**src/logic/priv_isa_pkg.sv**
```systemverilog
/* architectural types for the M/S trap unit. irq_vec_t bit 5 is MEI down to bit 0 STI,
   which is also the fixed priority. irq_enable and mideleg use this bit order and not the
   cause numbers. mstatus keeps only MIE, SIE, MPIE, SPIE, MPP and SPP. */
package priv_isa_pkg;

    typedef enum logic [1:0] {
        PRIV_U = 2'b00,
        PRIV_S = 2'b01,
        PRIV_M = 2'b11  // 2'b10 is reserved and never held.
    } priv_level_e;

    typedef logic [31:0] word_t;
    typedef logic [11:0] csr_addr_t;
    typedef logic [4:0]  cause_code_t;
    typedef logic [5:0]  irq_vec_t;

    // bit index of each line in irq_vec_t, highest priority first.
    localparam int IRQ_MEI = 5;
    localparam int IRQ_MSI = 4;
    localparam int IRQ_MTI = 3;
    localparam int IRQ_SEI = 2;
    localparam int IRQ_SSI = 1;
    localparam int IRQ_STI = 0;

    localparam cause_code_t CAUSE_MEI = 5'd11;
    localparam cause_code_t CAUSE_MSI = 5'd3;
    localparam cause_code_t CAUSE_MTI = 5'd7;
    localparam cause_code_t CAUSE_SEI = 5'd9;
    localparam cause_code_t CAUSE_SSI = 5'd1;
    localparam cause_code_t CAUSE_STI = 5'd5;

    localparam csr_addr_t CSR_MSTATUS    = 12'h300;
    localparam csr_addr_t CSR_MIDELEG    = 12'h303;
    localparam csr_addr_t CSR_IRQ_ENABLE = 12'h304; // sits where mie would be.
    localparam csr_addr_t CSR_MTVEC      = 12'h305;
    localparam csr_addr_t CSR_MEPC       = 12'h341;
    localparam csr_addr_t CSR_MCAUSE     = 12'h342;
    localparam csr_addr_t CSR_STVEC      = 12'h105;
    localparam csr_addr_t CSR_SEPC       = 12'h141;
    localparam csr_addr_t CSR_SCAUSE     = 12'h142;

    typedef struct packed {
        logic [29:0] base; // trap handler address bits 31:2.
        logic [1:0]  mode;
    } tvec_t;

    localparam logic [1:0] TVEC_DIRECT   = 2'b00;
    localparam logic [1:0] TVEC_VECTORED = 2'b01;

    // mstatus field positions, as in the privileged spec.
    localparam int MSTATUS_SIE    = 1;
    localparam int MSTATUS_MIE    = 3;
    localparam int MSTATUS_SPIE   = 5;
    localparam int MSTATUS_MPIE   = 7;
    localparam int MSTATUS_SPP    = 8;
    localparam int MSTATUS_MPP_LO = 11;

    localparam word_t EPC_MASK     = 32'hFFFF_FFFC; // pc is word aligned.
    localparam word_t TVEC_MASK    = 32'hFFFF_FFFD; // mode bit 1 is hardwired to zero.
    localparam word_t MSTATUS_MASK = 32'h0000_19AA; // MPP, SPP, MPIE, SPIE, MIE, SIE.

endpackage

```
**src/logic/priv_bus_pkg.sv**
```systemverilog
/* structs that cross the unit boundary and link its three blocks.
   the APB side is a 12-bit CSR-numbered port with no wait states.
   csr_view_t is the registered CSR state that the trap logic reads. */
package priv_bus_pkg;

    typedef struct packed {
        logic                     psel;
        logic                     penable;
        logic                     pwrite;
        priv_isa_pkg::csr_addr_t  paddr;  // CSR number, not a byte address.
        priv_isa_pkg::word_t      pwdata;
    } apb_req_t;

    typedef struct packed {
        priv_isa_pkg::word_t prdata;
        logic                pready;
        logic                pslverr;
    } apb_rsp_t;

    // return request from the pipeline, held for exactly one cycle.
    typedef struct packed {
        logic                mret;
        logic                sret;
        priv_isa_pkg::word_t epc;    // where the pipeline resumes, saved on a trap.
    } ret_req_t;

    typedef struct packed {
        logic                      take_intr;
        logic                      to_s;      // trap lands in S mode when set.
        priv_isa_pkg::cause_code_t cause;
        logic                      do_mret;
        logic                      do_sret;
    } trap_dec_t;

    typedef struct packed {
        logic                      mie;
        logic                      sie;
        logic                      mpie;
        logic                      spie;
        priv_isa_pkg::priv_level_e mpp;
        logic                      spp;   // one when the trap came from S.
    } mstatus_view_t;

    typedef struct packed {
        priv_isa_pkg::tvec_t    mtvec;
        priv_isa_pkg::tvec_t    stvec;
        priv_isa_pkg::word_t    mepc;
        priv_isa_pkg::word_t    sepc;
        mstatus_view_t          mstatus;
        priv_isa_pkg::irq_vec_t mideleg;    // a set bit hands that line to S mode.
        priv_isa_pkg::irq_vec_t irq_enable;
    } csr_view_t;

endpackage

```
**src/logic/priv_trap_ctrl.sv**
```systemverilog
/* picks one interrupt per cycle from the six pins and decides M or S delegation.
   an enabled interrupt always beats mret, and mret beats sret.
   the privilege level changes at the edge that ends the event cycle. */
`timescale 1ns/10ps

module priv_trap_ctrl (
    input  logic                      clk,
    input  logic                      rst_n,
    input  priv_isa_pkg::irq_vec_t    irq,
    input  priv_bus_pkg::ret_req_t    ret,
    input  priv_bus_pkg::csr_view_t   csr,
    output priv_bus_pkg::trap_dec_t   dec,
    output priv_isa_pkg::priv_level_e priv_level
);

    priv_isa_pkg::irq_vec_t    pending;  // pins masked by irq_enable.
    priv_isa_pkg::irq_vec_t    take;     // pending lines that may trap right now.
    logic                      m_global; // M-bound lines are open.
    logic                      s_global; // S-bound lines are open.
    priv_isa_pkg::priv_level_e priv_next;

    assign pending = irq & csr.irq_enable;

    // a lower level always admits M-bound lines, and in M the MIE bit decides.
    assign m_global = (priv_level != priv_isa_pkg::PRIV_M) | csr.mstatus.mie;

    // S-bound lines never interrupt M mode.
    assign s_global = (priv_level == priv_isa_pkg::PRIV_U)
                    | ((priv_level == priv_isa_pkg::PRIV_S) & csr.mstatus.sie);

    assign take = pending & ((~csr.mideleg & {6{m_global}}) | (csr.mideleg & {6{s_global}}));

    always_comb begin
        dec = '0;
        // fixed priority, MEI first and STI last.
        if (take[priv_isa_pkg::IRQ_MEI]) begin
            dec.cause = priv_isa_pkg::CAUSE_MEI;
            dec.to_s  = csr.mideleg[priv_isa_pkg::IRQ_MEI];
        end else if (take[priv_isa_pkg::IRQ_MSI]) begin
            dec.cause = priv_isa_pkg::CAUSE_MSI;
            dec.to_s  = csr.mideleg[priv_isa_pkg::IRQ_MSI];
        end else if (take[priv_isa_pkg::IRQ_MTI]) begin
            dec.cause = priv_isa_pkg::CAUSE_MTI;
            dec.to_s  = csr.mideleg[priv_isa_pkg::IRQ_MTI];
        end else if (take[priv_isa_pkg::IRQ_SEI]) begin
            dec.cause = priv_isa_pkg::CAUSE_SEI;
            dec.to_s  = csr.mideleg[priv_isa_pkg::IRQ_SEI];
        end else if (take[priv_isa_pkg::IRQ_SSI]) begin
            dec.cause = priv_isa_pkg::CAUSE_SSI;
            dec.to_s  = csr.mideleg[priv_isa_pkg::IRQ_SSI];
        end else if (take[priv_isa_pkg::IRQ_STI]) begin
            dec.cause = priv_isa_pkg::CAUSE_STI;
            dec.to_s  = csr.mideleg[priv_isa_pkg::IRQ_STI];
        end
        dec.take_intr = |take;
        // a taken interrupt swallows a return in the same cycle.
        dec.do_mret   = ret.mret & ~dec.take_intr;
        dec.do_sret   = ret.sret & ~ret.mret & ~dec.take_intr;
    end

    always_comb begin
        priv_next = priv_level; // hold unless an event fires.
        if (dec.take_intr) begin
            priv_next = dec.to_s ? priv_isa_pkg::PRIV_S : priv_isa_pkg::PRIV_M;
        end else if (dec.do_mret) begin
            priv_next = csr.mstatus.mpp; // MPP is kept legal by the CSR file.
        end else if (dec.do_sret) begin
            priv_next = csr.mstatus.spp ? priv_isa_pkg::PRIV_S : priv_isa_pkg::PRIV_U;
        end
    end

    always_ff @(posedge clk or negedge rst_n) begin
        if (!rst_n) begin
            priv_level <= priv_isa_pkg::PRIV_M; // the hart boots in machine mode.
        end else begin
            priv_level <= priv_next;
        end
    end

    // The pipeline retires at most one return instruction per cycle.
    assert property (@(posedge clk) disable iff (!rst_n) !(ret.mret && ret.sret))
        else $error("mret and sret requested in the same cycle.");

    // the level only ever comes from the enum or from MPP written over APB.
    assert property (@(posedge clk) disable iff (!rst_n)
        priv_level inside {priv_isa_pkg::PRIV_U, priv_isa_pkg::PRIV_S, priv_isa_pkg::PRIV_M})
        else $error("privilege register holds a reserved encoding.");

endmodule

```
**src/logic/priv_csr_file.sv**
```systemverilog
/* trap CSRs behind a zero-wait APB port, keyed by CSR number.
   mcause and scause are plain words. a written MPP of 2'b10 is stored as U.
   in a cycle with a trap or return, that event replaces any APB write to the CSRs it touches. */
`timescale 1ns/10ps

module priv_csr_file (
    input  logic                      clk,
    input  logic                      rst_n,
    input  priv_bus_pkg::apb_req_t    apb_req,
    input  priv_bus_pkg::trap_dec_t   dec,
    input  priv_isa_pkg::word_t       epc,
    input  priv_isa_pkg::priv_level_e priv_level,
    output priv_bus_pkg::apb_rsp_t    apb_rsp,
    output priv_bus_pkg::csr_view_t   csr
);

    priv_bus_pkg::csr_view_t csr_d;
    priv_isa_pkg::word_t     mcause_q;
    priv_isa_pkg::word_t     mcause_d;
    priv_isa_pkg::word_t     scause_q;
    priv_isa_pkg::word_t     scause_d;
    priv_isa_pkg::word_t     rdata;
    logic                    hit;       // paddr names a CSR in this file.
    logic                    access;    // APB access phase.
    logic                    apb_wr;

    // spread the mstatus fields back to their architectural bits.
    function automatic priv_isa_pkg::word_t mstatus_pack(input priv_bus_pkg::mstatus_view_t s);
        priv_isa_pkg::word_t w;
        w = '0;
        w[priv_isa_pkg::MSTATUS_SIE]          = s.sie;
        w[priv_isa_pkg::MSTATUS_MIE]          = s.mie;
        w[priv_isa_pkg::MSTATUS_SPIE]         = s.spie;
        w[priv_isa_pkg::MSTATUS_MPIE]         = s.mpie;
        w[priv_isa_pkg::MSTATUS_SPP]          = s.spp;
        w[priv_isa_pkg::MSTATUS_MPP_LO +: 2]  = s.mpp;
        return w;
    endfunction

    function automatic priv_bus_pkg::mstatus_view_t mstatus_unpack(input priv_isa_pkg::word_t d);
        priv_isa_pkg::word_t           w;
        logic [1:0]                    mpp_bits;
        priv_bus_pkg::mstatus_view_t   s;
        w        = d & priv_isa_pkg::MSTATUS_MASK;
        mpp_bits = w[priv_isa_pkg::MSTATUS_MPP_LO +: 2];
        s.sie    = w[priv_isa_pkg::MSTATUS_SIE];
        s.mie    = w[priv_isa_pkg::MSTATUS_MIE];
        s.spie   = w[priv_isa_pkg::MSTATUS_SPIE];
        s.mpie   = w[priv_isa_pkg::MSTATUS_MPIE];
        s.spp    = w[priv_isa_pkg::MSTATUS_SPP];
        // the reserved level falls back to U so that mret stays legal.
        s.mpp    = (mpp_bits == 2'b10) ? priv_isa_pkg::PRIV_U
                                       : priv_isa_pkg::priv_level_e'(mpp_bits);
        return s;
    endfunction

    assign access = apb_req.psel & apb_req.penable;
    assign apb_wr = access & apb_req.pwrite;

    always_comb begin
        hit   = 1'b1;
        rdata = '0;
        case (apb_req.paddr)
            priv_isa_pkg::CSR_MSTATUS:    rdata = mstatus_pack(csr.mstatus);
            priv_isa_pkg::CSR_MIDELEG:    rdata = priv_isa_pkg::word_t'(csr.mideleg);
            priv_isa_pkg::CSR_IRQ_ENABLE: rdata = priv_isa_pkg::word_t'(csr.irq_enable);
            priv_isa_pkg::CSR_MTVEC:      rdata = csr.mtvec;
            priv_isa_pkg::CSR_MEPC:       rdata = csr.mepc;
            priv_isa_pkg::CSR_MCAUSE:     rdata = mcause_q;
            priv_isa_pkg::CSR_STVEC:      rdata = csr.stvec;
            priv_isa_pkg::CSR_SEPC:       rdata = csr.sepc;
            priv_isa_pkg::CSR_SCAUSE:     rdata = scause_q;
            default:                      hit   = 1'b0;
        endcase
    end

    // the response is only live during the access phase.
    assign apb_rsp.prdata  = access ? rdata : '0;
    assign apb_rsp.pready  = access;
    assign apb_rsp.pslverr = access & ~hit;

    always_comb begin
        csr_d    = csr;
        mcause_d = mcause_q;
        scause_d = scause_q;
        if (apb_wr) begin
            case (apb_req.paddr)
                priv_isa_pkg::CSR_MSTATUS:    csr_d.mstatus    = mstatus_unpack(apb_req.pwdata);
                priv_isa_pkg::CSR_MIDELEG:    csr_d.mideleg    = apb_req.pwdata[5:0];
                priv_isa_pkg::CSR_IRQ_ENABLE: csr_d.irq_enable = apb_req.pwdata[5:0];
                priv_isa_pkg::CSR_MTVEC:      csr_d.mtvec = apb_req.pwdata & priv_isa_pkg::TVEC_MASK;
                priv_isa_pkg::CSR_MEPC:       csr_d.mepc  = apb_req.pwdata & priv_isa_pkg::EPC_MASK;
                priv_isa_pkg::CSR_MCAUSE:     mcause_d    = apb_req.pwdata;
                priv_isa_pkg::CSR_STVEC:      csr_d.stvec = apb_req.pwdata & priv_isa_pkg::TVEC_MASK;
                priv_isa_pkg::CSR_SEPC:       csr_d.sepc  = apb_req.pwdata & priv_isa_pkg::EPC_MASK;
                priv_isa_pkg::CSR_SCAUSE:     scause_d    = apb_req.pwdata;
                default: ;
            endcase
        end
        // events restart mstatus from the registered value, so a same-cycle write is lost.
        if (dec.take_intr && !dec.to_s) begin
            csr_d.mepc         = epc & priv_isa_pkg::EPC_MASK;
            mcause_d           = {1'b1, 26'd0, dec.cause}; // interrupt bit plus code.
            csr_d.mstatus      = csr.mstatus;
            csr_d.mstatus.mpie = csr.mstatus.mie;
            csr_d.mstatus.mie  = 1'b0;
            csr_d.mstatus.mpp  = priv_level;
        end else if (dec.take_intr) begin
            csr_d.sepc         = epc & priv_isa_pkg::EPC_MASK;
            scause_d           = {1'b1, 26'd0, dec.cause};
            csr_d.mstatus      = csr.mstatus;
            csr_d.mstatus.spie = csr.mstatus.sie;
            csr_d.mstatus.sie  = 1'b0;
            csr_d.mstatus.spp  = (priv_level == priv_isa_pkg::PRIV_S); // S traps come from U or S.
        end else if (dec.do_mret) begin
            csr_d.mstatus      = csr.mstatus;
            csr_d.mstatus.mie  = csr.mstatus.mpie;
            csr_d.mstatus.mpie = 1'b1;
            csr_d.mstatus.mpp  = priv_isa_pkg::PRIV_U;
        end else if (dec.do_sret) begin
            csr_d.mstatus      = csr.mstatus;
            csr_d.mstatus.sie  = csr.mstatus.spie;
            csr_d.mstatus.spie = 1'b1;
            csr_d.mstatus.spp  = 1'b0;
        end
    end

    always_ff @(posedge clk or negedge rst_n) begin
        if (!rst_n) begin
            csr      <= '0;
            mcause_q <= '0;
            scause_q <= '0;
        end else begin
            csr      <= csr_d;
            mcause_q <= mcause_d;
            scause_q <= scause_d;
        end
    end

    // the slave only answers an access phase that followed a setup phase.
    assert property (@(posedge clk) disable iff (!rst_n)
        apb_rsp.pready |-> (apb_req.psel && apb_req.penable
                            && $past(apb_req.psel && !apb_req.penable)))
        else $error("APB access phase without a setup phase.");

endmodule

```
**src/logic/priv_pipe_control.sv**
```systemverilog
/* turns the trap decision into a pipeline redirect, with no register stage.
   every taken event is an interrupt, so vectored mode always offsets by four times the cause.
   the pipeline must take insert_pc in the cycle it is high. */
`timescale 1ns/10ps

module priv_pipe_control (
    input  priv_bus_pkg::trap_dec_t dec,
    input  priv_bus_pkg::csr_view_t csr,
    output logic                    insert_pc,
    output priv_isa_pkg::word_t     priv_pc
);

    priv_isa_pkg::tvec_t vec;     // tvec of the mode the trap lands in.
    priv_isa_pkg::word_t vec_pc;
    priv_isa_pkg::word_t offset;  // vectored entry offset.

    // any interrupt or return redirects fetch.
    assign insert_pc = dec.take_intr | dec.do_mret | dec.do_sret;

    assign vec    = dec.to_s ? csr.stvec : csr.mtvec;
    assign offset = {25'd0, dec.cause, 2'b00}; // four bytes per cause slot.

    always_comb begin
        vec_pc = {vec.base, 2'b00}; // direct mode lands on the base.
        if (vec.mode == priv_isa_pkg::TVEC_VECTORED) begin
            vec_pc = vec_pc + offset;
        end
    end

    always_comb begin
        priv_pc = '0; // no redirect, nothing to point at.
        if (dec.take_intr) begin
            priv_pc = vec_pc;
        end else if (dec.do_mret) begin
            priv_pc = csr.mepc; // back to the interrupted code.
        end else if (dec.do_sret) begin
            priv_pc = csr.sepc;
        end
    end

endmodule

```
**src/logic/priv_unit.sv**
```systemverilog
/* trap and return unit for M and S mode.
   redirects are combinational in the event cycle and CSRs update at its closing edge.
   mret and sret must be held for exactly one cycle, and there is no back-pressure. */
`timescale 1ns/10ps

module priv_unit (
    input  logic                      clk,
    input  logic                      rst_n,
    input  priv_bus_pkg::apb_req_t    apb_req,
    input  priv_isa_pkg::irq_vec_t    irq,
    input  priv_bus_pkg::ret_req_t    ret,
    output priv_bus_pkg::apb_rsp_t    apb_rsp,
    output logic                      insert_pc,
    output priv_isa_pkg::word_t       priv_pc,
    output priv_isa_pkg::priv_level_e priv_level
);

    priv_bus_pkg::csr_view_t csr;  // registered CSR state.
    priv_bus_pkg::trap_dec_t dec;  // this cycle's event.

    priv_trap_ctrl trap_ctrl (
        .clk        (clk),
        .rst_n      (rst_n),
        .irq        (irq),
        .ret        (ret),
        .csr        (csr),
        .dec        (dec),
        .priv_level (priv_level)
    );

    // the return epc doubles as the saved pc when an interrupt wins the cycle.
    priv_csr_file csr_file (
        .clk        (clk),
        .rst_n      (rst_n),
        .apb_req    (apb_req),
        .dec        (dec),
        .epc        (ret.epc),
        .priv_level (priv_level),
        .apb_rsp    (apb_rsp),
        .csr        (csr)
    );

    priv_pipe_control pipe_control (
        .dec       (dec),
        .csr       (csr),
        .insert_pc (insert_pc),
        .priv_pc   (priv_pc)
    );

endmodule

```
**config.mk**
```make
export PLATFORM = sky130hd
export DESIGN_NAME = priv_unit
export DESIGN_NICKNAME = d
export VERILOG_FILES = /design/src/logic/priv_isa_pkg.sv /design/src/logic/priv_bus_pkg.sv /design/src/logic/priv_trap_ctrl.sv /design/src/logic/priv_csr_file.sv /design/src/logic/priv_pipe_control.sv /design/src/logic/priv_unit.sv
export SDC_FILE = /design/constraint.sdc
export NUM_CORES = 1
export LEC_CHECK = 0
export ABC_AREA = 0
export BUFFER_PORTS_ARGS = -buffer_cell sky130_fd_sc_hd__buf_2
export CELL_PAD_IN_SITES_DETAIL_PLACEMENT = 0
export CELL_PAD_IN_SITES_GLOBAL_PLACEMENT = 1
export CORE_AREA = 5 5 187 189
export CTS_CLUSTER_DIAMETER = 200
export DETAILED_ROUTE_END_ITERATION = 12
export DIE_AREA = 0 0 192 194
export PLACE_DENSITY = 0.78
export SETUP_SLACK_MARGIN = 0.15
export SYNTH_ARGS = -nofsm -noshare
export SYNTH_HDL_FRONTEND = slang
export SYNTH_HIERARCHICAL = 1
export SYNTH_SLANG_ARGS = --single-unit
```
**constraint.sdc**
```tcl
create_clock -name clk -period 13 [get_ports clk]
set_clock_uncertainty 0.05 [all_clocks]
set_input_delay 1.3 -clock clk [delete_from_list [all_inputs] [get_ports clk]]
set_output_delay 1.3 -clock clk [all_outputs]
set_load 0.01 [all_outputs]
```
==> run metrics, run 1 <==
status finished, final reports clean; Sw Ratio 0.242; clk root buf clkbuf_16; grt ovf 0; total CTS buffers 25; GP Congestion approximately 0.89; I/O Pins approximately 160; largest net degree at the start of global routing 89; CP required roughly 12000 ps; Synth Register Bits approximately 210; first-pass GRT wire length roughly 73000 µm; max-slew violations 0; post-synth cell types 81; Rel. slew slack 0.201; CTS resizes 0; Worst VDD drop 0.0848 mV; Combinational Power Share 0.073; synthesized area between 0.01 and 0.015 mm²; filler cell count roughly 3300; CP Class in -> out; Post-synth ARST share 1.00; Synth Warn # 6; worst reg-to-reg path cell count 8; Area Overhead vs Synth 14.7%; die area 0.0372 mm²; PortBufs roughly 160; Clk Latency, worst-skew pair around 520 ps; FMAX 0.134 GHz; CTS tree built; GRT Overall Usage 0.246; worst-path fanout max just over 80; Net Sw Power 0.366 mW; TNS Setup 0 ps; Slew @ Worst Pin about 1200 ps; Initial Util 0.392; power share of the clock group 0.477; EDFF count, synth 0; num rows 67; setup violators final 0; P per Cell Area 101 mW/mm²; drt initial violations 1375; Place WS 5570 ps; synthesized area per cell about 9 µm²; final HPWL from detailed placement roughly 31000 µm; MaxCap Viol Count 0; final hold viol count 0; vias in the first global route ~12000; Cells after Synth approximately 1400; Int Pwr roughly 1.1 mW; nets between 1500 and 2000; via count 12300; Total Wirelength 47000 µm; drt first pass iters 7; sequential fraction of design power 0.451; CP Launch Type primary input; hold depth 2; Core ar. 0.0331 mm²; fin crit period ~7500 ps; Die H 194 µm; initial antenna violation count 3; antenna viol nets, final 0; endpoint type of the worst setup path output pin; Clock Sinks 209; CTS Hold Bufs 0; CTS Buffer Depth 3; Clock transition at path regs 60 ps; Lkg Pwr 6.59 nW; worst setup margin between 5000 and 6000 ps; Die X ~190 µm; HP Class reg -> reg; layout cell share with drive strength beyond 1 0.213; postcts setup bufs 0; crit path DAT between 6000 and 7000 ps; via density per instance slightly above 6; Avg WL per Cell about 24 µm; register area share after synthesis 0.403; fin crit share 0.575; Post-route DRC 0; CTS H-tree depth 1; ys flop type dfrtp_1; unrepaired setup endpoints after global routing no
-- power by group through the flow --
stage | combinational, mW | sequential [mW] | clock [mW]
5_1_grt | 0.120 | 0.682 | 0.764
4_1_cts | 0.109 | 0.680 | 0.735
6_report | 0.110 | 0.680 | 0.719
3_5_place_dp | 0.109 | 0.691 | 0
3_3_place_gp | 0.107 | 0.691 | 0
2_1_floorplan | 0.0499 | 0.686 | 0
-- critical path, stage by stage --
cell and delay, ps:
buf_2 110, nand2_1 110, o2111ai_1 120, a21o_1 190, a2111o_1 460, nand2_4 680, mux2_2 440, ha_1 370
a211oi_1 120, o21bai_1 500, nand4_1 600, or4_1 690, a31o_1 240, buf_2 140
-- per-layer routing --
metal / global-route usage / vias up / share of wire
li1: - / 5527 / -
met5: 0 / - / 0
met4: 0.0806 / 0 / 0.032
met3: 0.0373 / 99 / 0.079
met1: 0.345 / 6044 / 0.42
met2: 0.393 / 593 / 0.46
-- state kept, by name (all words and copies together), names as in the netlist --
| register | flops |
|---|---|
| csr_file/csr | 143 |
| csr_file/mcause_q | 32 |
| csr_file/scause_q | 32 |
| trap_ctrl/priv_level | 2 |
-- area by class of cell --
class / count / area (µm²) / area share
Multi-Input combinational cell: 1112 / 7290 / 0.489
Timing Repair Buffer: 174 / 927 / 0.0623
Clock buffer: 35 / 713 / 0.0479
Clock inverter: 10 / 134 / 0.00899
Inverter: 7 / 26.3 / 0.00176
Sequential cell: 209 / 5230 / 0.351
Antenna cell: 3 / 7.51 / 0.000504
Tap cell: 448 / 561 / 0.0376
-- cell usage in the layout (no fill, tap or decap), drive strengths merged, types with 15 or more instances in the layout --
cell / n
nand2: 262
dfrtp: 207
buf: 173
a21oi: 108
mux2: 90
nor2: 75
mux2i: 67
a22oi: 63
o21ai: 60
a31oi: 49
nand3: 47
a22o: 38
clkbuf: 36
a221oi: 16
nand3b: 15
nand4: 15
nor2b: 15
-- final timing paths --
check                                                     from                                end  slack (ps)
max                                                     irq[1]                        priv_pc[30]        5530
max reg2reg                trap_ctrl/priv_level[1]$_DFFE_PN1P_       csr_file/csr[15]$_DFFE_PN0P_        9100
min in group asynchronous                                rst_n        csr_file/csr[3]$_DFFE_PN0P_         740
min reg2reg                  csr_file/mcause_q[31]$_DFFE_PN0P_  csr_file/mcause_q[31]$_DFFE_PN0P_         450
max in group asynchronous                                rst_n      csr_file/csr[138]$_DFFE_PN0P_       10710
min                          csr_file/mcause_q[31]$_DFFE_PN0P_  csr_file/mcause_q[31]$_DFFE_PN0P_         450
-- Yosys cell counts (5+ instances only) --
cell type,count,share of area
a211oi_1,12,0.0069
a21o_1,8,0.0046
a21oi_1,108,0.042
a221oi_1,16,0.011
a222oi_1,10,0.0077
a22o_1,38,0.026
a22oi_1,63,0.036
a31o_1,9,0.0061
a31oi_1,49,0.024
a32o_1,6,0.0046
a32oi_1,12,0.0081
and2_1,9,0.0043
and3_1,11,0.0053
buf_1,7,0.0020
buf_2,28,0.011
buf_4,14,0.0081
clkbuf_1,69,0.020
dfrtp_1,207,0.40
ha_1,5,0.0048
inv_1,7,0.0020
mux2_2,86,0.075
mux2i_1,67,0.052
nand2_1,262,0.076
nand3_1,47,0.018
nand3b_1,15,0.0087
nand4_1,15,0.0072
nor2_1,73,0.021
nor2b_1,15,0.0072
nor3_1,7,0.0027
o21ai_0,50,0.019
o21ai_1,10,0.0039
o31ai_1,5,0.0029
or3_1,6,0.0029
or4_1,5,0.0029
xnor2_1,10,0.0067
-- cell families (layout without fill, tap and decap cells) --
logic type | Yosys count | count (layout) | synth area share
simple gates | 505 | 505 | 0.185
compound gates | 428 | 428 | 0.225
flops | 209 | 209 | 0.403
mux | 157 | 157 | 0.130
buf+inv | 125 | 226 | 0.0429
xor+xnor | 11 | 11 | 0.00742
fa+ha+maj | 6 | 6 | 0.00636
other cells | 2 | 8 | 0.000579
-- per-stage QoR --
step                      power, mW  cell area [µm²]  utilization  instances  hold slack (ps)
after floorplan               0.736            13000            -       1446              408
after global placement        0.798            14000        0.424       1950              422
after detailed placement      0.800            14000        0.424       1950              433
after CTS                      1.52            14900        0.449       1995              447
after global routing           1.57            14900        0.450       1998              472
final                          1.51            14900        0.450       1998              445
No activity file was read; power rests on OpenSTA's default activity.
==> run 2: changes to the inputs <==
clock period = 7.4 ns   (was 13 ns; I/O delays follow)
==> run metrics, run 2 (synthesis gave the netlist of run 1 again) <==
CTS H-tree depth 1; Avg WL per Cell 23.4 µm; CTS tree built; nets around 1600; Non-Filler Instances about 2000; MaxCap Viol Count 0; Post-route DRC 0; status finished, final reports clean; HP Class in -> async; Reg with most FFs csr_file/csr; I/O Pins 158; crit path DAT approximately 5700 ps; fin crit period ~6500 ps; drt first pass iters 7; TNS Setup 0 ps; total CTS buffers 26; Initial Util 0.392; final hold viol count 0; fin crit share 0.877; GRT Overall Usage 0.245; die area roughly 0.037 mm²; final instance area between 0.015 and 0.02 mm²; CP Launch Type register; Clk Latency, worst-skew pair 540 ps; worst hold-check slack between 100 and 150 ps; CP required between 6000 and 7000 ps; Lkg Pwr ~6.7 nW; commonest non-fill, non-tap cell in the layout nand2_1; FMAX between 0.15 and 0.2 GHz; CTS resizes 0; max-slew violations 0; Total Wirelength ~47000 µm; slowest CP cell or4_1; first-pass GRT wire length 72400 µm; Inst Count DP between 1500 and 2000; CP top delay family simple AND/OR/NAND/NOR gates; Clock Sinks between 200 and 250; P per Cell Area approximately 190 mW/mm²; worst-path fanout max 43; CTS Buffer Depth 3; Place WS 1440 ps; Worst VDD drop 0.172 mV; Die X 192 µm; Critical path buffers and inverters 1; Crit path largest cell delay roughly 700 ps; Clock transition at path regs 60 ps; worst reg-to-reg path cell count 10; reg-to-reg slack, setup around 3200 ps; Die H 194 µm; grt ovf 0; CTS Hold Bufs 0; most frequent cells in the layout nand2_1 (260), dfrtp_1 (207), buf_2 (154); clk root buf clkbuf_16; critical-path cell list and3b_2, o2111ai_1, a21o_1, a2111o_1, nand2_4, mux2_2, ha_1, a211oi_1, o21bai_1, nand4_1, or4_1, a31o_1, buf_2; setup violators final 0; CP Class reg -> out; largest net degree at the start of global routing 89; initial antenna violation count 4; via count between 10000 and 15000; Setup crit end priv_pc[26]; Slew @ Worst Pin a little over 1000 ps; Worst R2R End csr_file/csr[53]$_DFFE_PN0P_; PortBufs between 150 and 200; overall power around 2.8 mW; layout cell share with drive strength beyond 1 0.219; GP Congestion between 0.9 and 1; num rows 67; drt initial violations around 1200; final core occ 0.454; via density per instance slightly above 6; final HPWL from detailed placement 31400 µm; worst setup margin 910 ps; filler cell count approximately 3300; endpoint type of the worst setup path output pin; CP Launch Point trap_ctrl/priv_level[1]$_DFFE_PN1P_; placed inst area approximately 0.014 mm²; CP Depth 13; antenna viol nets, final 0; Multi-input gate area 0.00728 mm²; unrepaired setup endpoints after global routing no; Core ar. about 0.033 mm²; Area Overhead vs Synth 16.0%; vias in the first global route between 10000 and 15000; Regs by FF count csr_file/csr (143), csr_file/mcause_q (32), csr_file/scause_q (32); FF/Latch Area between 0.005 and 0.006 mm²; postcts setup bufs 0; Rel. slew slack 0.314; number of flip-flops in the largest register between 100 and 150; RR Startpoint trap_ctrl/priv_level[1]$_DFFE_PN1P_
==> run 2: worst min path at each step <==
stage                                                  to  slack (ps)
final                         csr_file/csr[9]$_DFFE_PN0P_         140
after global routing         csr_file/csr[11]$_DFFE_PN0P_         180
after CTS                     csr_file/csr[3]$_DFFE_PN0P_         150
after detailed placement  csr_file/scause_q[31]$_DFF_PN0_         430
after global placement    csr_file/scause_q[31]$_DFF_PN0_         420
after floorplan               csr_file/csr[0]$_DFFE_PN0P_         390
==> run 2: report_power, final <==
group | total (mW) | switching (mW) | internal [mW]
clock network | 1.42 | 0.516 | 0.903
logic | 0.193 | 0.127 | 0.0662
registers | 1.19 | 0.0261 | 1.17
==> run 2: cell type report <==
type	instances	area share
multi-input cells	1112	0.484
flip-flops and latches	209	0.348
repair buffers	179	0.0641
clock buffers	40	0.0548
well taps	448	0.0372
clock inverters	8	0.00973
inverters	7	0.00175
diodes	4	0.000665
==> run 2: layer usage <==
metal,share of wire,track usage,up-vias
li1,-,-,5571
met1,0.43,0.339,5999
met2,0.47,0.392,528
met3,0.069,0.0338,85
met4,0.033,0.0895,0
met5,0,0,-
==> run 3: changes to the inputs <==
BUFFER_PORTS_ARGS = unset   (was -buffer_cell sky130_fd_sc_hd__buf_2)
CORE_AREA = 5 5 169 171   (was 5 5 187 189)
DIE_AREA = 0 0 174 176   (was 0 0 192 194)
DONT_BUFFER_PORTS = 1   (was unset)
PLACE_DENSITY = 0.85   (was 0.78)
==> run metrics, run 3 (synthesis gave the netlist of run 1 again) <==
Crit path largest cell delay 700 ps; drt first pass iters 6; FMAX roughly 0.15 GHz; Slew @ Worst Pin 1230 ps; fin crit period 6620 ps; critical-path cell list and3b_2, o2111ai_1, a21o_1, a2111o_1, nand2_4, mux2_2, ha_1, a211oi_1, o21bai_1, nand4_1, or4_1, a31o_1; wl on met1 18600 µm; initial antenna violation count 0; final hold viol count 0; CP Class reg -> out; fin crit share 0.894; setup violators final 0; CTS tree built; CTS Buffer Depth 3; TNS Setup 0 ps; Core ar. between 0.02 and 0.03 mm²; RR Startpoint trap_ctrl/priv_level[1]$_DFFE_PN1P_; worst reg-to-reg path cell count 8; MaxCap Viol Count 0; metal3 WL 4660 µm; Worst VDD drop 0.189 mV; via count ~12000; first-pass GRT wire length between 60000 and 70000 µm; HP Class in -> async; Post-route DRC 0; antenna viol nets, final 0; commonest non-fill, non-tap cell in the layout nand2_1; postcts setup bufs 0; overall power between 2 and 3 mW; num rows 60; die area around 0.031 mm²; DR WL met2 approximately 20000 µm; I/O Pins between 150 and 200; max-slew violations 0; endpoint type of the worst setup path output pin; GRT Overall Usage 0.282; Regs by FF count csr_file/csr (143), csr_file/mcause_q (32), csr_file/scause_q (32); Avg WL per Cell about 26 µm; CP required approximately 6600 ps; clk root buf clkbuf_16; via density per instance 6.81; most frequent cells in the layout nand2_1 (261), dfrtp_1 (207), a21oi_1 (108); Diodes inserted 0; largest net degree at the start of global routing roughly 210; Lkg Pwr just under 6 nW; P per Cell Area 190 mW/mm²; reg-to-reg slack, setup 3590 ps; layout cell share with drive strength beyond 1 0.126; number of flip-flops in the largest register between 100 and 150; worst-path fanout max 55; nets 1473; slowest CP cell dfstp_2; total CTS buffers 25; CTS H-tree depth 1; top layer in use met4; Reg with most FFs csr_file/csr; Initial Util 0.486; status finished, final reports clean; drt initial violations approximately 1500; CP Launch Type register; grt ovf 0; Clock Sinks 209; unrepaired setup endpoints after global routing no; Area Overhead vs Synth 8.47%; Clock transition at path regs around 60 ps; crit path DAT between 5000 and 6000 ps; final core occ 0.527; Die H about 180 µm; Clk Latency, worst-skew pair 520 ps; Die X 174 µm; GP Congestion 0.905; PortBufs 0; Total Wirelength 45200 µm; final HPWL from detailed placement roughly 29000 µm; Worst R2R End csr_file/csr[14]$_DFFE_PN0P_; Rel. slew slack 0.180; vias in the first global route 11200
run 3: timing repair:
item	4_1_cts	5_1_grt
setup endpoints to repair	0	0
hold endpoints to repair	207	0
hold buffers	2	0
gates resized for setup	0	0
run 3: metal layers:
layer / up-vias / track usage
met4: 0 / 0.0924
met3: 107 / 0.0726
met5: - / 0
li1: 5242 / -
met2: 609 / 0.441
met1: 5866 / 0.385
run 3: worst max-delay path by stage:
stage | from | end | cells after the start
final | trap_ctrl/priv_level[1]$_DFFE_PN1P_ | priv_pc[28] | 12
after global routing | trap_ctrl/priv_level[1]$_DFFE_PN1P_ | priv_pc[30] | 12
after detailed placement | trap_ctrl/priv_level[1]$_DFFE_PN1P_ | priv_pc[26] | 12
after CTS | trap_ctrl/priv_level[1]$_DFFE_PN1P_ | priv_pc[26] | 12
after floorplan | trap_ctrl/priv_level[1]$_DFFE_PN1P_ | priv_pc[30] | 19
after global placement | trap_ctrl/priv_level[1]$_DFFE_PN1P_ | priv_pc[26] | 12
run 3: worst max-delay path, delay by kind of cell (launching register included):
kind,cells,cell delay (ps)
fa+ha+maj,1,360
flops,1,700
mux,1,420
compound gates,6,1680
simple gates,4,2090
run 3: metrics by stage:
step / hold slack [ps] / setup WS, ps / cell area, µm² / cells
global route: 275 / 559 / 14100 / 1735
global placement: 409 / 1460 / 13100 / 1690
detailed placement: 410 / 1390 / 13100 / 1690
floorplan: 394 / 1640 / 13000 / 1446
finish: 248 / 784 / 14100 / 1735
CTS: 274 / 843 / 14100 / 1735
run 3: final cells by class:
| type | count | area, µm² |
|---|---|---|
| timing repair buffer | 23 | 195 |
| clock inverter | 7 | 160 |
| tap | 341 | 427 |
| clock buffer | 36 | 737 |
| sequential | 209 | 5230 |
| inverter | 7 | 26.3 |
| multi-input combinational | 1112 | 7300 |
| fill | 2455 | 12700 |
run 3: where the power goes:
group          internal, mW  switching [mW]  leakage [nW]  total (mW)
sequential             1.17          0.0278          2.89        1.20
combinational        0.0435          0.0890          2.60       0.133
clock                 0.858           0.482         0.442        1.34
total                  2.07           0.599          5.93        2.67
